### src/logic/modbus_pkg.sv
/*
 Shared types and constants for the Modbus RTU slave core.
 Register and buffer sizes are module parameters and are not set here.
*/
`default_nettype none

package modbus_pkg;

  // ====================
  // Widths with a meaning
  // ====================
  typedef logic [7:0]  byte_t;
  typedef logic [15:0] word_t;
  typedef logic [15:0] crc_t;

  // Modbus CRC-16, reflected form
  localparam crc_t CRC_INIT = 16'hFFFF;
  localparam crc_t CRC_POLY = 16'hA001;

  // Supported function codes
  localparam byte_t FC_READ_HOLDING = 8'h03;
  localparam byte_t FC_WRITE_SINGLE = 8'h06;
  localparam byte_t FC_WRITE_MULTI  = 8'h10;

  // ====================
  // Streams
  // ====================
  // Byte from the UART bridge with frame marks
  typedef struct packed {
    byte_t data;
    logic  valid;
    logic  sof;
    logic  eof;
  } rx_stream_t;

  // Response body byte, last marks the byte before the CRC
  typedef struct packed {
    byte_t data;
    logic  last;
  } rsp_stream_t;

  typedef enum logic [3:0] {
    EX_IDLE,
    EX_HDR,
    EX_DISPATCH,
    EX_RD_HEAD,
    EX_RD_REQ,
    EX_RD_HI,
    EX_RD_LO,
    EX_WR_DATA,
    EX_ECHO,
    EX_RELEASE
  } exec_state_t;

  typedef enum logic [1:0] {
    TX_BODY,
    TX_CRC_LO,
    TX_CRC_HI
  } tx_state_t;

endpackage

`default_nettype wire

### src/logic/crc16_modbus.sv
/*
 Byte-serial Modbus CRC-16, one byte per cycle.
 clr together with valid folds the byte into a fresh CRC_INIT.
*/
`default_nettype none
`timescale 1ns/10ps

module crc16_modbus (
  input  logic              clk,
  input  logic              rst,
  input  logic              clr,
  input  modbus_pkg::byte_t data,
  input  logic              valid,
  output modbus_pkg::crc_t  crc
);
  import modbus_pkg::*;

  crc_t seed;
  crc_t crc_next;

  assign seed = clr ? CRC_INIT : crc;

  // Eight shift steps of the reflected polynomial
  always_comb begin
    crc_next = seed ^ crc_t'(data);
    for (int b = 0; b < 8; b++) begin
      crc_next = crc_next[0] ? ((crc_next >> 1) ^ CRC_POLY) : (crc_next >> 1);
    end
  end

  always_ff @(posedge clk) begin
    if (rst) begin
      crc <= CRC_INIT;
    end else if (valid) begin
      crc <= crc_next;
    end else if (clr) begin
      crc <= CRC_INIT;
    end
  end

endmodule

`default_nettype wire

### src/logic/frame_rx.sv
/*
 Single frame buffer with running CRC check. BUF_DEPTH is a power of two,
 8 to 65536. Bytes past BUF_DEPTH are dropped but still enter the CRC.
 New frames are ignored while a frame is held.
*/
`default_nettype none
`timescale 1ns/10ps

module frame_rx #(
  parameter int BUF_DEPTH = 256
) (
  input  logic                   clk,
  input  logic                   rst,
  input  modbus_pkg::rx_stream_t rx,
  output logic                   frame_valid,
  input  logic                   frame_ready,
  output modbus_pkg::word_t      frame_len,
  input  modbus_pkg::word_t      buf_idx,
  output modbus_pkg::byte_t      buf_byte,
  output logic                   crc_err
);
  import modbus_pkg::*;

  localparam int BUF_AW = $clog2(BUF_DEPTH);

  byte_t mem [BUF_DEPTH];
  word_t len;
  logic  collecting;
  logic  pending;
  logic  held;
  logic  busy;
  logic  start;
  logic  take;
  logic  len_ok;
  logic  accept;
  crc_t  crc;

  assign busy  = held | pending;
  assign start = rx.valid & rx.sof & ~busy;
  assign take  = start | (rx.valid & collecting & ~busy);

  // CRC runs over the whole frame including its CRC bytes
  crc16_modbus crc_i (
    .clk   (clk),
    .rst   (rst),
    .clr   (start),
    .data  (rx.data),
    .valid (take),
    .crc   (crc)
  );

  always_ff @(posedge clk) begin
    if (take && (start || len < BUF_DEPTH)) begin
      mem[start ? '0 : len[BUF_AW-1:0]] <= rx.data;
    end
    buf_byte <= mem[buf_idx[BUF_AW-1:0]];
  end

  // ====================
  // Frame control
  // ====================
  always_ff @(posedge clk) begin
    if (rst) begin
      len        <= '0;
      collecting <= 1'b0;
      pending    <= 1'b0;
      held       <= 1'b0;
    end else begin
      pending <= 1'b0;
      if (start) begin
        len        <= 16'd1;
        collecting <= 1'b1;
      end else if (take && len < BUF_DEPTH) begin
        len <= len + 16'd1;
      end
      // eof may trail the last byte
      if (rx.eof && (collecting || start)) begin
        collecting <= 1'b0;
        pending    <= 1'b1;
      end
      if (held) begin
        held <= ~frame_ready;
      end else begin
        held <= accept;
      end
    end
  end

  // Judged in the cycle after eof, a good frame leaves a zero residue
  assign len_ok      = len >= 16'd4;
  assign accept      = pending & len_ok & (crc == '0);
  assign crc_err     = pending & len_ok & (crc != '0);
  assign frame_valid = held | accept;
  assign frame_len   = len;

endmodule

`default_nettype wire

### src/logic/holding_regs.sv
/*
 Holding-register image, cleared by reset. REG_WORDS is a power of two;
 only the low address bits index the array, so addresses wrap.
*/
`default_nettype none
`timescale 1ns/10ps

module holding_regs #(
  parameter int REG_WORDS = 64
) (
  input  logic              clk,
  input  logic              rst,
  input  logic              we,
  input  modbus_pkg::word_t waddr,
  input  modbus_pkg::word_t wdata,
  input  modbus_pkg::word_t raddr,
  output modbus_pkg::word_t rdata
);
  import modbus_pkg::*;

  localparam int REG_AW = $clog2(REG_WORDS);

  word_t regs [REG_WORDS];

  always_ff @(posedge clk) begin
    if (rst) begin
      for (int i = 0; i < REG_WORDS; i++) begin
        regs[i] <= '0;
      end
    end else if (we) begin
      regs[waddr[REG_AW-1:0]] <= wdata;
    end
    // Read data one cycle after the address
    rdata <= regs[raddr[REG_AW-1:0]];
  end

endmodule

`default_nettype wire

### src/logic/modbus_slave_top.sv
/*
 Modbus RTU slave, holding registers only. REG_WORDS must be a power of two.
 stat_crc_err is sticky until reset.
*/
`default_nettype none
`timescale 1ns/10ps

module modbus_slave_top #(
  parameter int REG_WORDS = 64,
  parameter int BUF_DEPTH = 256
) (
  input  logic                   clk,
  input  logic                   rst,
  input  modbus_pkg::rx_stream_t rx,
  output modbus_pkg::byte_t      tx_data,
  output logic                   tx_valid,
  input  logic                   tx_ready,
  input  modbus_pkg::word_t      reg_base,
  output logic                   stat_crc_err
);
  import modbus_pkg::*;

  logic        frame_valid;
  logic        frame_ready;
  word_t       frame_len;
  word_t       buf_idx;
  byte_t       buf_byte;
  logic        crc_err;
  logic        reg_we;
  word_t       reg_waddr;
  word_t       reg_wdata;
  word_t       reg_raddr;
  word_t       reg_rdata;
  rsp_stream_t rsp;
  logic        rsp_valid;
  logic        rsp_ready;

  frame_rx #(.BUF_DEPTH(BUF_DEPTH)) frame_rx_i (
    .clk(clk), .rst(rst), .rx(rx),
    .frame_valid(frame_valid), .frame_ready(frame_ready), .frame_len(frame_len),
    .buf_idx(buf_idx), .buf_byte(buf_byte), .crc_err(crc_err)
  );

  holding_regs #(.REG_WORDS(REG_WORDS)) holding_regs_i (
    .clk(clk), .rst(rst), .we(reg_we), .waddr(reg_waddr), .wdata(reg_wdata),
    .raddr(reg_raddr), .rdata(reg_rdata)
  );

  request_exec #(.REG_WORDS(REG_WORDS), .BUF_DEPTH(BUF_DEPTH)) request_exec_i (
    .clk(clk), .rst(rst), .reg_base(reg_base),
    .frame_valid(frame_valid), .frame_ready(frame_ready), .frame_len(frame_len),
    .buf_idx(buf_idx), .buf_byte(buf_byte),
    .reg_we(reg_we), .reg_waddr(reg_waddr), .reg_wdata(reg_wdata),
    .reg_raddr(reg_raddr), .reg_rdata(reg_rdata),
    .rsp(rsp), .rsp_valid(rsp_valid), .rsp_ready(rsp_ready)
  );

  response_tx response_tx_i (
    .clk(clk), .rst(rst), .rsp(rsp), .rsp_valid(rsp_valid), .rsp_ready(rsp_ready),
    .tx_data(tx_data), .tx_valid(tx_valid), .tx_ready(tx_ready)
  );

  // Sticky CRC error flag
  always_ff @(posedge clk) begin
    if (rst) begin
      stat_crc_err <= 1'b0;
    end else if (crc_err) begin
      stat_crc_err <= 1'b1;
    end
  end

endmodule

`default_nettype wire

### src/logic/request_exec.sv
/*
 Executes function codes 03, 06 and 10 on the held frame.
 Frames under 8 bytes or with other codes are released without a response.
 The device address is echoed, never filtered. REG_WORDS >= 2, BUF_DEPTH >= 8.
*/
`default_nettype none
`timescale 1ns/10ps

module request_exec #(
  parameter int REG_WORDS = 64,
  parameter int BUF_DEPTH = 256
) (
  input  logic                    clk,
  input  logic                    rst,
  input  modbus_pkg::word_t       reg_base,
  input  logic                    frame_valid,
  output logic                    frame_ready,
  input  modbus_pkg::word_t       frame_len,
  output modbus_pkg::word_t       buf_idx,
  input  modbus_pkg::byte_t       buf_byte,
  output logic                    reg_we,
  output modbus_pkg::word_t       reg_waddr,
  output modbus_pkg::word_t       reg_wdata,
  output modbus_pkg::word_t       reg_raddr,
  input  modbus_pkg::word_t       reg_rdata,
  output modbus_pkg::rsp_stream_t rsp,
  output logic                    rsp_valid,
  input  logic                    rsp_ready
);
  import modbus_pkg::*;

  localparam int BUF_AW = $clog2(BUF_DEPTH);
  localparam int REG_AW = $clog2(REG_WORDS);

  typedef logic [BUF_AW-1:0] bidx_t;
  typedef logic [REG_AW-1:0] ridx_t;

  exec_state_t state;
  byte_t [5:0] hdr;
  bidx_t       idx;
  ridx_t       ofs;
  logic        phase;
  word_t       cnt;
  byte_t       fc;
  word_t       start_addr;
  word_t       qty;
  word_t       rel_addr;
  byte_t       emit_byte;
  logic        emit_last;
  logic        emitting;
  logic        sent;

  // hdr[5] is the first frame byte
  assign fc          = hdr[4];
  assign start_addr  = {hdr[3], hdr[2]};
  assign qty         = {hdr[1], hdr[0]};
  assign rel_addr    = start_addr - reg_base;
  assign buf_idx     = word_t'(idx);
  assign reg_raddr   = word_t'(ofs);
  assign frame_ready = (state == EX_RELEASE);
  assign sent        = rsp_valid & rsp_ready;

  // ====================
  // Response byte select
  // ====================
  always_comb begin
    emitting  = 1'b1;
    emit_byte = '0;
    emit_last = 1'b0;
    case (state)
      EX_RD_HEAD: begin
        if (cnt == 16'd0) begin
          emit_byte = hdr[5];
        end else if (cnt == 16'd1) begin
          emit_byte = hdr[4];
        end else begin
          emit_byte = {qty[6:0], 1'b0};
        end
        emit_last = (cnt == 16'd2) && (qty == '0);
      end
      EX_RD_HI: emit_byte = reg_rdata[15:8];
      EX_RD_LO: begin
        emit_byte = reg_rdata[7:0];
        emit_last = (cnt + 16'd1 == qty);
      end
      EX_ECHO: begin
        emit_byte = hdr[3'd5 - cnt[2:0]];
        emit_last = (cnt == 16'd5);
      end
      default: emitting = 1'b0;
    endcase
  end

  always_ff @(posedge clk) begin
    if (rst) begin
      state     <= EX_IDLE;
      rsp_valid <= 1'b0;
      reg_we    <= 1'b0;
      phase     <= 1'b0;
    end else begin
      reg_we <= 1'b0;
      if (emitting && !rsp_valid) begin
        rsp       <= '{data: emit_byte, last: emit_last};
        rsp_valid <= 1'b1;
      end else if (sent) begin
        rsp_valid <= 1'b0;
      end

      case (state)
        EX_IDLE: begin
          if (frame_valid) begin
            idx   <= '0;
            phase <= 1'b0;
            state <= EX_HDR;
          end
        end
        // Two cycles per buffer byte, address then data
        EX_HDR: begin
          phase <= ~phase;
          if (phase) begin
            hdr <= {hdr[4:0], buf_byte};
            idx <= idx + 1'b1;
            if (idx == bidx_t'(5)) begin
              state <= EX_DISPATCH;
            end
          end
        end
        EX_DISPATCH: begin
          ofs <= ridx_t'(rel_addr);
          cnt <= '0;
          idx <= bidx_t'(7);
          if (frame_len < 16'd8) begin
            state <= EX_RELEASE;
          end else begin
            case (fc)
              FC_READ_HOLDING: state <= EX_RD_HEAD;
              FC_WRITE_SINGLE: begin
                reg_we    <= 1'b1;
                reg_waddr <= rel_addr;
                reg_wdata <= qty;
                state     <= EX_ECHO;
              end
              FC_WRITE_MULTI: state <= (qty == '0) ? EX_ECHO : EX_WR_DATA;
              default: state <= EX_RELEASE;
            endcase
          end
        end
        EX_RD_HEAD: begin
          if (sent) begin
            cnt <= cnt + 16'd1;
            if (cnt == 16'd2) begin
              cnt   <= '0;
              state <= emit_last ? EX_RELEASE : EX_RD_REQ;
            end
          end
        end
        // Wait for the register read
        EX_RD_REQ: state <= EX_RD_HI;
        EX_RD_HI: begin
          if (sent) begin
            state <= EX_RD_LO;
          end
        end
        EX_RD_LO: begin
          if (sent) begin
            ofs   <= ofs + 1'b1;
            cnt   <= cnt + 16'd1;
            state <= emit_last ? EX_RELEASE : EX_RD_REQ;
          end
        end
        // Data words start at byte 7, high byte at odd index
        EX_WR_DATA: begin
          phase <= ~phase;
          if (phase) begin
            idx <= idx + 1'b1;
            if (idx[0]) begin
              reg_wdata[15:8] <= buf_byte;
            end else begin
              reg_wdata[7:0] <= buf_byte;
              reg_we         <= 1'b1;
              reg_waddr      <= word_t'(ofs);
              ofs            <= ofs + 1'b1;
              cnt            <= cnt + 16'd1;
              if (cnt + 16'd1 == qty) begin
                cnt   <= '0;
                state <= EX_ECHO;
              end
            end
          end
        end
        EX_ECHO: begin
          if (sent) begin
            cnt <= cnt + 16'd1;
            if (emit_last) begin
              state <= EX_RELEASE;
            end
          end
        end
        EX_RELEASE: state <= EX_IDLE;
        default: state <= EX_IDLE;
      endcase
    end
  end

endmodule

`default_nettype wire

### src/logic/response_tx.sv
/*
 Forwards response body bytes and appends the CRC, low byte first.
 Output is a registered valid/ready byte stream.
*/
`default_nettype none
`timescale 1ns/10ps

module response_tx (
  input  logic                    clk,
  input  logic                    rst,
  input  modbus_pkg::rsp_stream_t rsp,
  input  logic                    rsp_valid,
  output logic                    rsp_ready,
  output modbus_pkg::byte_t       tx_data,
  output logic                    tx_valid,
  input  logic                    tx_ready
);
  import modbus_pkg::*;

  tx_state_t state;
  crc_t      crc;
  logic      can_load;
  logic      body_take;
  logic      crc_clr;

  // Output register is free or drains this cycle
  assign can_load  = ~tx_valid | tx_ready;
  assign rsp_ready = (state == TX_BODY) & can_load;
  assign body_take = rsp_valid & rsp_ready;
  assign crc_clr   = (state == TX_CRC_HI) & can_load;

  crc16_modbus crc_i (
    .clk   (clk),
    .rst   (rst),
    .clr   (crc_clr),
    .data  (rsp.data),
    .valid (body_take),
    .crc   (crc)
  );

  always_ff @(posedge clk) begin
    if (rst) begin
      state    <= TX_BODY;
      tx_valid <= 1'b0;
    end else begin
      if (tx_ready) begin
        tx_valid <= 1'b0;
      end
      case (state)
        TX_BODY: begin
          if (body_take) begin
            tx_data  <= rsp.data;
            tx_valid <= 1'b1;
            if (rsp.last) begin
              state <= TX_CRC_LO;
            end
          end
        end
        TX_CRC_LO: begin
          if (can_load) begin
            tx_data  <= crc[7:0];
            tx_valid <= 1'b1;
            state    <= TX_CRC_HI;
          end
        end
        TX_CRC_HI: begin
          if (can_load) begin
            tx_data  <= crc[15:8];
            tx_valid <= 1'b1;
            state    <= TX_BODY;
          end
        end
        default: state <= TX_BODY;
      endcase
    end
  end

endmodule

`default_nettype wire

### config.mk
export PLATFORM = sky130hd
export DESIGN_NAME = modbus_slave_top
export DESIGN_NICKNAME = d
export VERILOG_FILES = /design/src/logic/modbus_pkg.sv /design/src/logic/crc16_modbus.sv /design/src/logic/frame_rx.sv /design/src/logic/holding_regs.sv /design/src/logic/modbus_slave_top.sv /design/src/logic/request_exec.sv /design/src/logic/response_tx.sv
export SDC_FILE = /design/constraint.sdc
export NUM_CORES = 2
export LEC_CHECK = 0
export ABC_CLOCK_PERIOD_IN_PS = 14400
export BUFFER_PORTS_ARGS = -buffer_cell sky130_fd_sc_hd__buf_2
export CAP_MARGIN = 30
export CELL_PAD_IN_SITES_DETAIL_PLACEMENT = 1
export CELL_PAD_IN_SITES_GLOBAL_PLACEMENT = 1
export CORE_ASPECT_RATIO = 1.1
export CORE_UTILIZATION = 30
export CTS_CLUSTER_SIZE = 28
export DETAILED_ROUTE_END_ITERATION = 8
export GPL_TIMING_DRIVEN = 0
export PLACE_DENSITY_LB_ADDON = 0.1
export RECOVER_POWER = 25
export SETUP_SLACK_MARGIN = 0.5
export SLEW_MARGIN = 20
export SYNTH_ARGS = -nofsm -noshare
export SYNTH_HDL_FRONTEND = slang
export SYNTH_SLANG_ARGS = --single-unit
### constraint.sdc
create_clock -name clk -period 14.4 [get_ports clk]
set_input_delay 3.6 -clock clk [delete_from_list [all_inputs] [get_ports clk]]
set_output_delay 3.6 -clock clk [all_outputs]
set_load 0.02 [all_outputs]
**Yosys cells after proc, flatten, opt, wreduce, memory -nomap -nowiden**

Memory sizes are Yosys's and may differ from the RTL's. A register that Yosys moved wholly into a read port is not among the register bits.
Index checks and enable logic that the tools add are counted.

- RAM bits: 3072
- Bits of input ports: 30
- Register bits after elaboration: 179
- Word-level logic and storage cells: 264
- Memories kept: 2

- Mux-type cells: 106
- Add/subtract/negate cells: 6
- Reductions and logical operators: 40
- Eq/ne operators: 40
- $lt $le $gt $ge: 4
- Bitwise logic cells: 37

Memories:

| name | depth | width | rd ports | clocked after memory_dff | wr ports | line | source |
|---|---|---|---|---|---|---|---|
| frame_rx_i.mem | 256 | 8 | 1 | 1 | 1 | frame_rx.sv:26 | `byte_t mem [BUF_DEPTH];` |
| holding_regs_i.regs | 64 | 16 | 1 | 1 | 64 | holding_regs.sv:23 | `word_t regs [REG_WORDS];` |

Operator list:

| operator | number |
|---|---|
| two-way mux 16 bit | 30 |
| two-way mux 8 bit | 11 |
| case mux 16 bit (4 select lines) | 1 |
| two-way mux 4 bit | 15 |
| logical NOT 16 bit | 3 |
| two-way mux 6 bit | 8 |
| inverter 2 -> 3 bit | 16 |
| case mux 8 bit (3 select lines) | 2 |
| case mux 4 bit (9 select lines) | 1 |
| adder 16 x 1 -> 16 bit (second input constant) | 2 |
| != test 2 x 1 -> 1 bit (second input constant) | 16 |
| case mux 16 bit (2 select lines) | 1 |
| case mux 8 bit (4 select lines) | 1 |
| XOR 16 x 8 -> 16 bit | 2 |
| binary-select mux 8 bit (select 3 bit) | 1 |
| two-way mux 1 bit | 23 |
| case mux 6 bit (3 select lines) | 1 |
| AND reduction 6 bit | 3 |
| equality test 16 x 1 -> 1 bit (second input constant) | 1 |
| equality test 16 bit | 1 |
| equality test 16 x 2 -> 1 bit (second input constant) | 1 |
| equality test 16 x 3 -> 1 bit (second input constant) | 1 |
| equality test 4 x 3 -> 1 bit (second input constant) | 4 |
| equality test 8 x 3 -> 1 bit (second input constant) | 2 |
| 42 further kinds | 86 |

**Longest topological paths before layout**

- Depth after elaboration: 22
- Depth in mapped cells: 14

**By module**

Synthesis repeated with hierarchy kept, for this count alone.

- Cell total of the unflattened synthesis: 7882
- Area, all modules: 138099.9 um^2

Modules (own cells, without submodules):

| module | cells an instance | area an instance (um^2) | instances | sequential area each (um^2) |
|---|---|---|---|---|
| frame_rx | 3850 | 80539.7 | 1 | 62039.5 |
| holding_regs | 3007 | 47161.5 | 1 | 31069.8 |
| request_exec | 739 | 7747.4 | 1 | 3713.6 |
| crc16_modbus | 109 | 960.9 | 2 | 320.3 |
| response_tx | 66 | 699.4 | 1 | 300.3 |
| modbus_slave_top | 2 | 30.0 | 1 | 20.0 |

**Least setup slack after synthesis**

No wires, ideal clock.

- Path kind: input port to flip-flop
- From: in rst
- To: reg request_exec_i.hdr, in the netlist request_exec_i.fc[0], enable pin
- Buffers on the path: 2
- Setup time: 590 ps
- Slack: 4786 ps
- Arrival: 9024 ps
- Cell stages on the path: 3
- Required time: 13810 ps
- Cells stage by stage: clkbuf_1 > clkbuf_1 > nor4b_1

- Cells in the longest elaborated chain, start to end: 2

Ends and longest elaborated chain:

| what | line | source |
|---|---|---|
| from (decl) | modbus_slave_top.sv:13 | `input logic rst,` |
| inverter 1 bit (no line) | -- |  |
| AND reduction 3 bit (no line) | -- |  |
| to (signal assigned) | request_exec.sv:121 | `hdr <= {hdr[4:0], buf_byte};` |
| to (decl) | request_exec.sv:39 | `byte_t [5:0] hdr;` |

Every way passes these cells.
A chain may end at the register's enable or synchronous reset.

**Final worst setup path**

- From: in rx[10] in the netlist's numbering
- To: reg frame_rx_i.crc_i.crc[15]

- Cells in the longest elaborated chain, start to end: 11

Ends and longest elaborated chain:

| what | line | source |
|---|---|---|
| from (decl) | modbus_slave_top.sv:14 | `input modbus_pkg::rx_stream_t rx,` |
| XOR 16 x 8 -> 16 bit * | crc16_modbus.sv:25 | `crc_next = seed ^ crc_t'(data);` |
| two-way mux 16 bit * (6 in series) | crc16_modbus.sv:27 | `crc_next = crc_next[0] ? ((crc_next >> 1) ^ CRC_POLY) : (crc_next >> 1);` |
| inverter 2 -> 3 bit (no line) | -- |  |
| two-way mux 16 bit * (2 in series) | crc16_modbus.sv:27 |  |
| two-way mux 16 bit * | crc16_modbus.sv:34 | `end else if (valid) begin` |
| to (signal assigned) | crc16_modbus.sv:35 | `crc <= crc_next;` |
| to (decl) | crc16_modbus.sv:14 | `output modbus_pkg::crc_t crc` |

Every way passes the cells marked *; elsewhere a longest branch is shown, timed or not.

==> results.cfg <==
[critical_path]
worstPathCellList = clkbuf_1 > clkbuf_1 > xor2_1 > xnor3_1 > nor2_1 > a211o_1
r2r_end = frame_rx_i.buf_byte[7]
slowest_delay_ns = 3.16
worstPathMaxFanout = 94
worst-r2r-cell-count = 11
worstSetupPathType = in -> reg
worst_setup_path_end_kind = register
cpMostUsedCell = clkbuf_1
timing.critical_path.arrival_ns = 10.42
launching_point_of_the_worst_reg2reg_path = request_exec_i.idx[0]
timing.critical_path.slowest_stage_cell = clkbuf_1
worst-endpoint-required_ns = 15.24
critical_path.n_buffers_inverters = 2
crit_family = buffers and inverters
setup.worst_path.start_class = input pin
r2r_slack_ns = 7.97

[floorplanning]
dieWidth_um = 643
floorplan.core_area_sq_um = 449000
floorplan.rows = 258
die_area_sq_um = 455000
die_h_um = 707
start_util = 0.302
design.portCount = 40

[clock_tree]
cts-htree-levels = 5
cts_buffer_depth = 4
cts_root_buf = clkbuf_16
cts.sink_count = 3275
tritoncts = done
hold_buffers = 0
cts_setup_buffers = 0
numCtsBuffers = 380
clock_pin_slew_reported_for_the_worst_setup_and_hold_paths_after_clock_tree_synthesis_ns = 0.06
cts-resized-gates = 0
insertion_delay_to_the_later_sink_of_the_worst_skew_pair_ns = 0.97

[sta]
maxSlewViolCount = 1439
setup_violating_endpoint_count_in_the_final_report = 0
fin_ws_ns = 4.81
period_minus_slack_ns = 9.59
final_min_period_over_clock_period = 0.666
rsz_0062_raised_after_global_routing = false
final_tns_setup_ns = 0
tightest_slew_ns = 5.20
finalClockSkew_ns = 0.0743
slew-limit-headroom = -2.46
holdWs_ns = 0.437
timing.fmax_ghz = 0.104
report.final.hold_viol_count = 0

[finish]
register_area_sq_um = 97500
drive_gt1_frac = 0.251
top_library_cells_by_usage_in_the_layout_fill_and_taps_aside = edfxtp_1, and2_1, mux4_2, nor2_1, clkbuf_1
multi_input_comb_area_sq_um = 36000
area.growth.synth_to_final_pct = 16.3
final_net_count = 7705
commonest_non_fill_non_tap_cell_in_the_layout = edfxtp_1
nFillCells = 44400

[grt]
antenna_violations_before_repair = 29
vias_in_the_first_global_route = 74800
grt_max_degree = 117
grt-ovfl-total = 0
grt_first_pass_wirelength_um = 646000
grt_usage = 0.207

[logic_synthesis]
syn-cell-area_sq_um = 136000
ys_warn_count = 0
synth-edff-count = 3189
synth.net_count = 7113
synth_async_sr_flop_share = 0
synth_cells = 7063
yosysUniqueCellTypes = 69
synth_seq_area_share = 0.719
postSynthRegisterBits = 3275
synth_largest_type_area_fraction = 0.706
postSynthAreaPerCell_sq_um = 19.2
ys.flop_type = edfxtp_1
post-synth-top-area-cell = edfxtp_1
area_contributors_post_synth = edfxtp_1, mux4_2, and2_1

[run_status]
violations = max-capacitance violations, max-slew violations
run_status = finished with violations

[power_and_ir_drop]
seq_power_share = 0.508
p_comb_frac = 0.048
worst_ir_drop_vdd_v = 0.0000939
netSwitchingFraction = 0.224
total_leakage_power_nw = 51.1
internal-power_mw = 16.3
netSwitchingPower_mw = 4.70
clockPowerShare = 0.444
pwr_density_cell_nw_per_um2 = 133

[job]
max_cap_violations = 20

[drt]
wire_per_inst_um = 34.1
avgViaCountPerCell = 5.02
wirelength_um = 476000
initialDrtViolationCount = 5823
num_vias = 70000
route.detailed.drc = 0
drt.antenna.violating_nets = 0
drt_pass1_iterations = 5

[hold_path]
hold_class = reg -> reg
min_delay_worst_endpoint = request_exec_i.hdr[0]
min_delay_path_depth = 0
hold_path.startpoint = frame_rx_i.buf_byte[0]

[placement]
gpl_congestion = 0.806
post-place-ws_ns = 6.08
place_hpwl_um = 335000
io_buffer_count = 29
==> worst max-delay path by stage <==
| stage | from | end | cells past startpoint |
|---|---|---|---|
| final | rx[10] | frame_rx_i.crc_i.crc[15] | 6 |
| after global routing | rx[10] | frame_rx_i.crc_i.crc[0] | 7 |
| after CTS | rx[2] | frame_rx_i.mem[163][5] | 11 |
| after detailed placement | rx[2] | frame_rx_i.mem[163][2] | 11 |
| after global placement | rst | request_exec_i.hdr[46] | 4 |
| after floorplan | rst | request_exec_i.fc[0] | 3 |
==> synth_stat cells, drive strengths merged (8+ instances only) <==
cell    count
o22ai      13
a22oi      37
nand4      14
and2     1034
or2        76
buf       134
xor2       31
a21oi      60
o21ai      27
mux4     1012
xnor2      66
mux2       12
nand2b     16
inv        26
mux2i      14
nor2b      14
nand2     141
nor2      458
nor3       30
nor4       22
clkbuf    379
a211oi      9
a21o       12
dfxtp      86
ha         19
nand3      43
a211o       8
edfxtp   3189
==> state kept, by name, summed over array words and instances, names as in the netlist, 16 cells and up <==
| register | count |
|---|---|
| frame_rx_i.frame_len | 16 |
| request_exec_i.reg_wdata | 16 |
| holding_regs_i.regs | 1024 |
| response_tx_i.crc_i.crc | 16 |
| request_exec_i.cnt | 16 |
| holding_regs_i.rdata | 16 |
| request_exec_i.hdr | 40 |
| frame_rx_i.mem | 2048 |
| frame_rx_i.crc_i.crc | 16 |
==> area by class of cell <==
cell class | instances | share of cell area
Multi-Input combinational cell | 3248 | 0.228
Antenna cell | 10 | 0.000159
Clock inverter | 168 | 0.00892
Clock buffer | 517 | 0.0655
Buffer | 513 | 0.0139
Timing Repair Buffer | 210 | 0.0166
Sequential cell | 3275 | 0.618
Inverter | 27 | 0.000643
Tap cell | 5980 | 0.0475
==> cell families (layout without fill, tap and decap cells) <==
group	count (synthesis)	count (layout)	share of synthesized area
DFF	3275	3275	0.719
and+or+nand+nor	1889	1889	0.0762
muxes	1038	1038	0.170
buffers and inverters	540	1435	0.0158
AOI/OAI and AO/OA	197	197	0.00937
xor gates and xnor gates	104	104	0.00743
adders and majority gates	20	20	0.00190
other	0	10	0
==> stage by stage <==
step	total power [mW]	instances	util	instance area, sq um
after floorplan	11.3	7063	-	136000
after global placement	11.9	13100	0.319	143000
after detailed placement	11.9	13200	0.325	146000
after CTS	21.2	13900	0.351	158000
after global routing	21.6	13900	0.351	158000
final	21.0	13900	0.351	158000
==> power by group through the flow <==
| stage | combinational [mW] | clock [mW] | sequential, mW |
|---|---|---|---|
| after global placement | 0.984 | 0 | 10.9 |
| final | 1.00 | 9.32 | 10.7 |
| after floorplan | 0.515 | 0 | 10.8 |
| after detailed placement | 1.04 | 0 | 10.8 |
| after CTS | 1.04 | 9.55 | 10.6 |
| after global routing | 1.06 | 9.85 | 10.7 |
==> layer usage <==
layer	global-route usage	vias to the layer above	part of all wire
met2	0.377	1474	0.53
met3	0.0220	545	0.033
li1	-	29200	-
met1	0.258	38800	0.41
met5	0	-	0.000042
met4	0.0601	4	0.032
No activity file was read; power rests on OpenSTA's default activity.
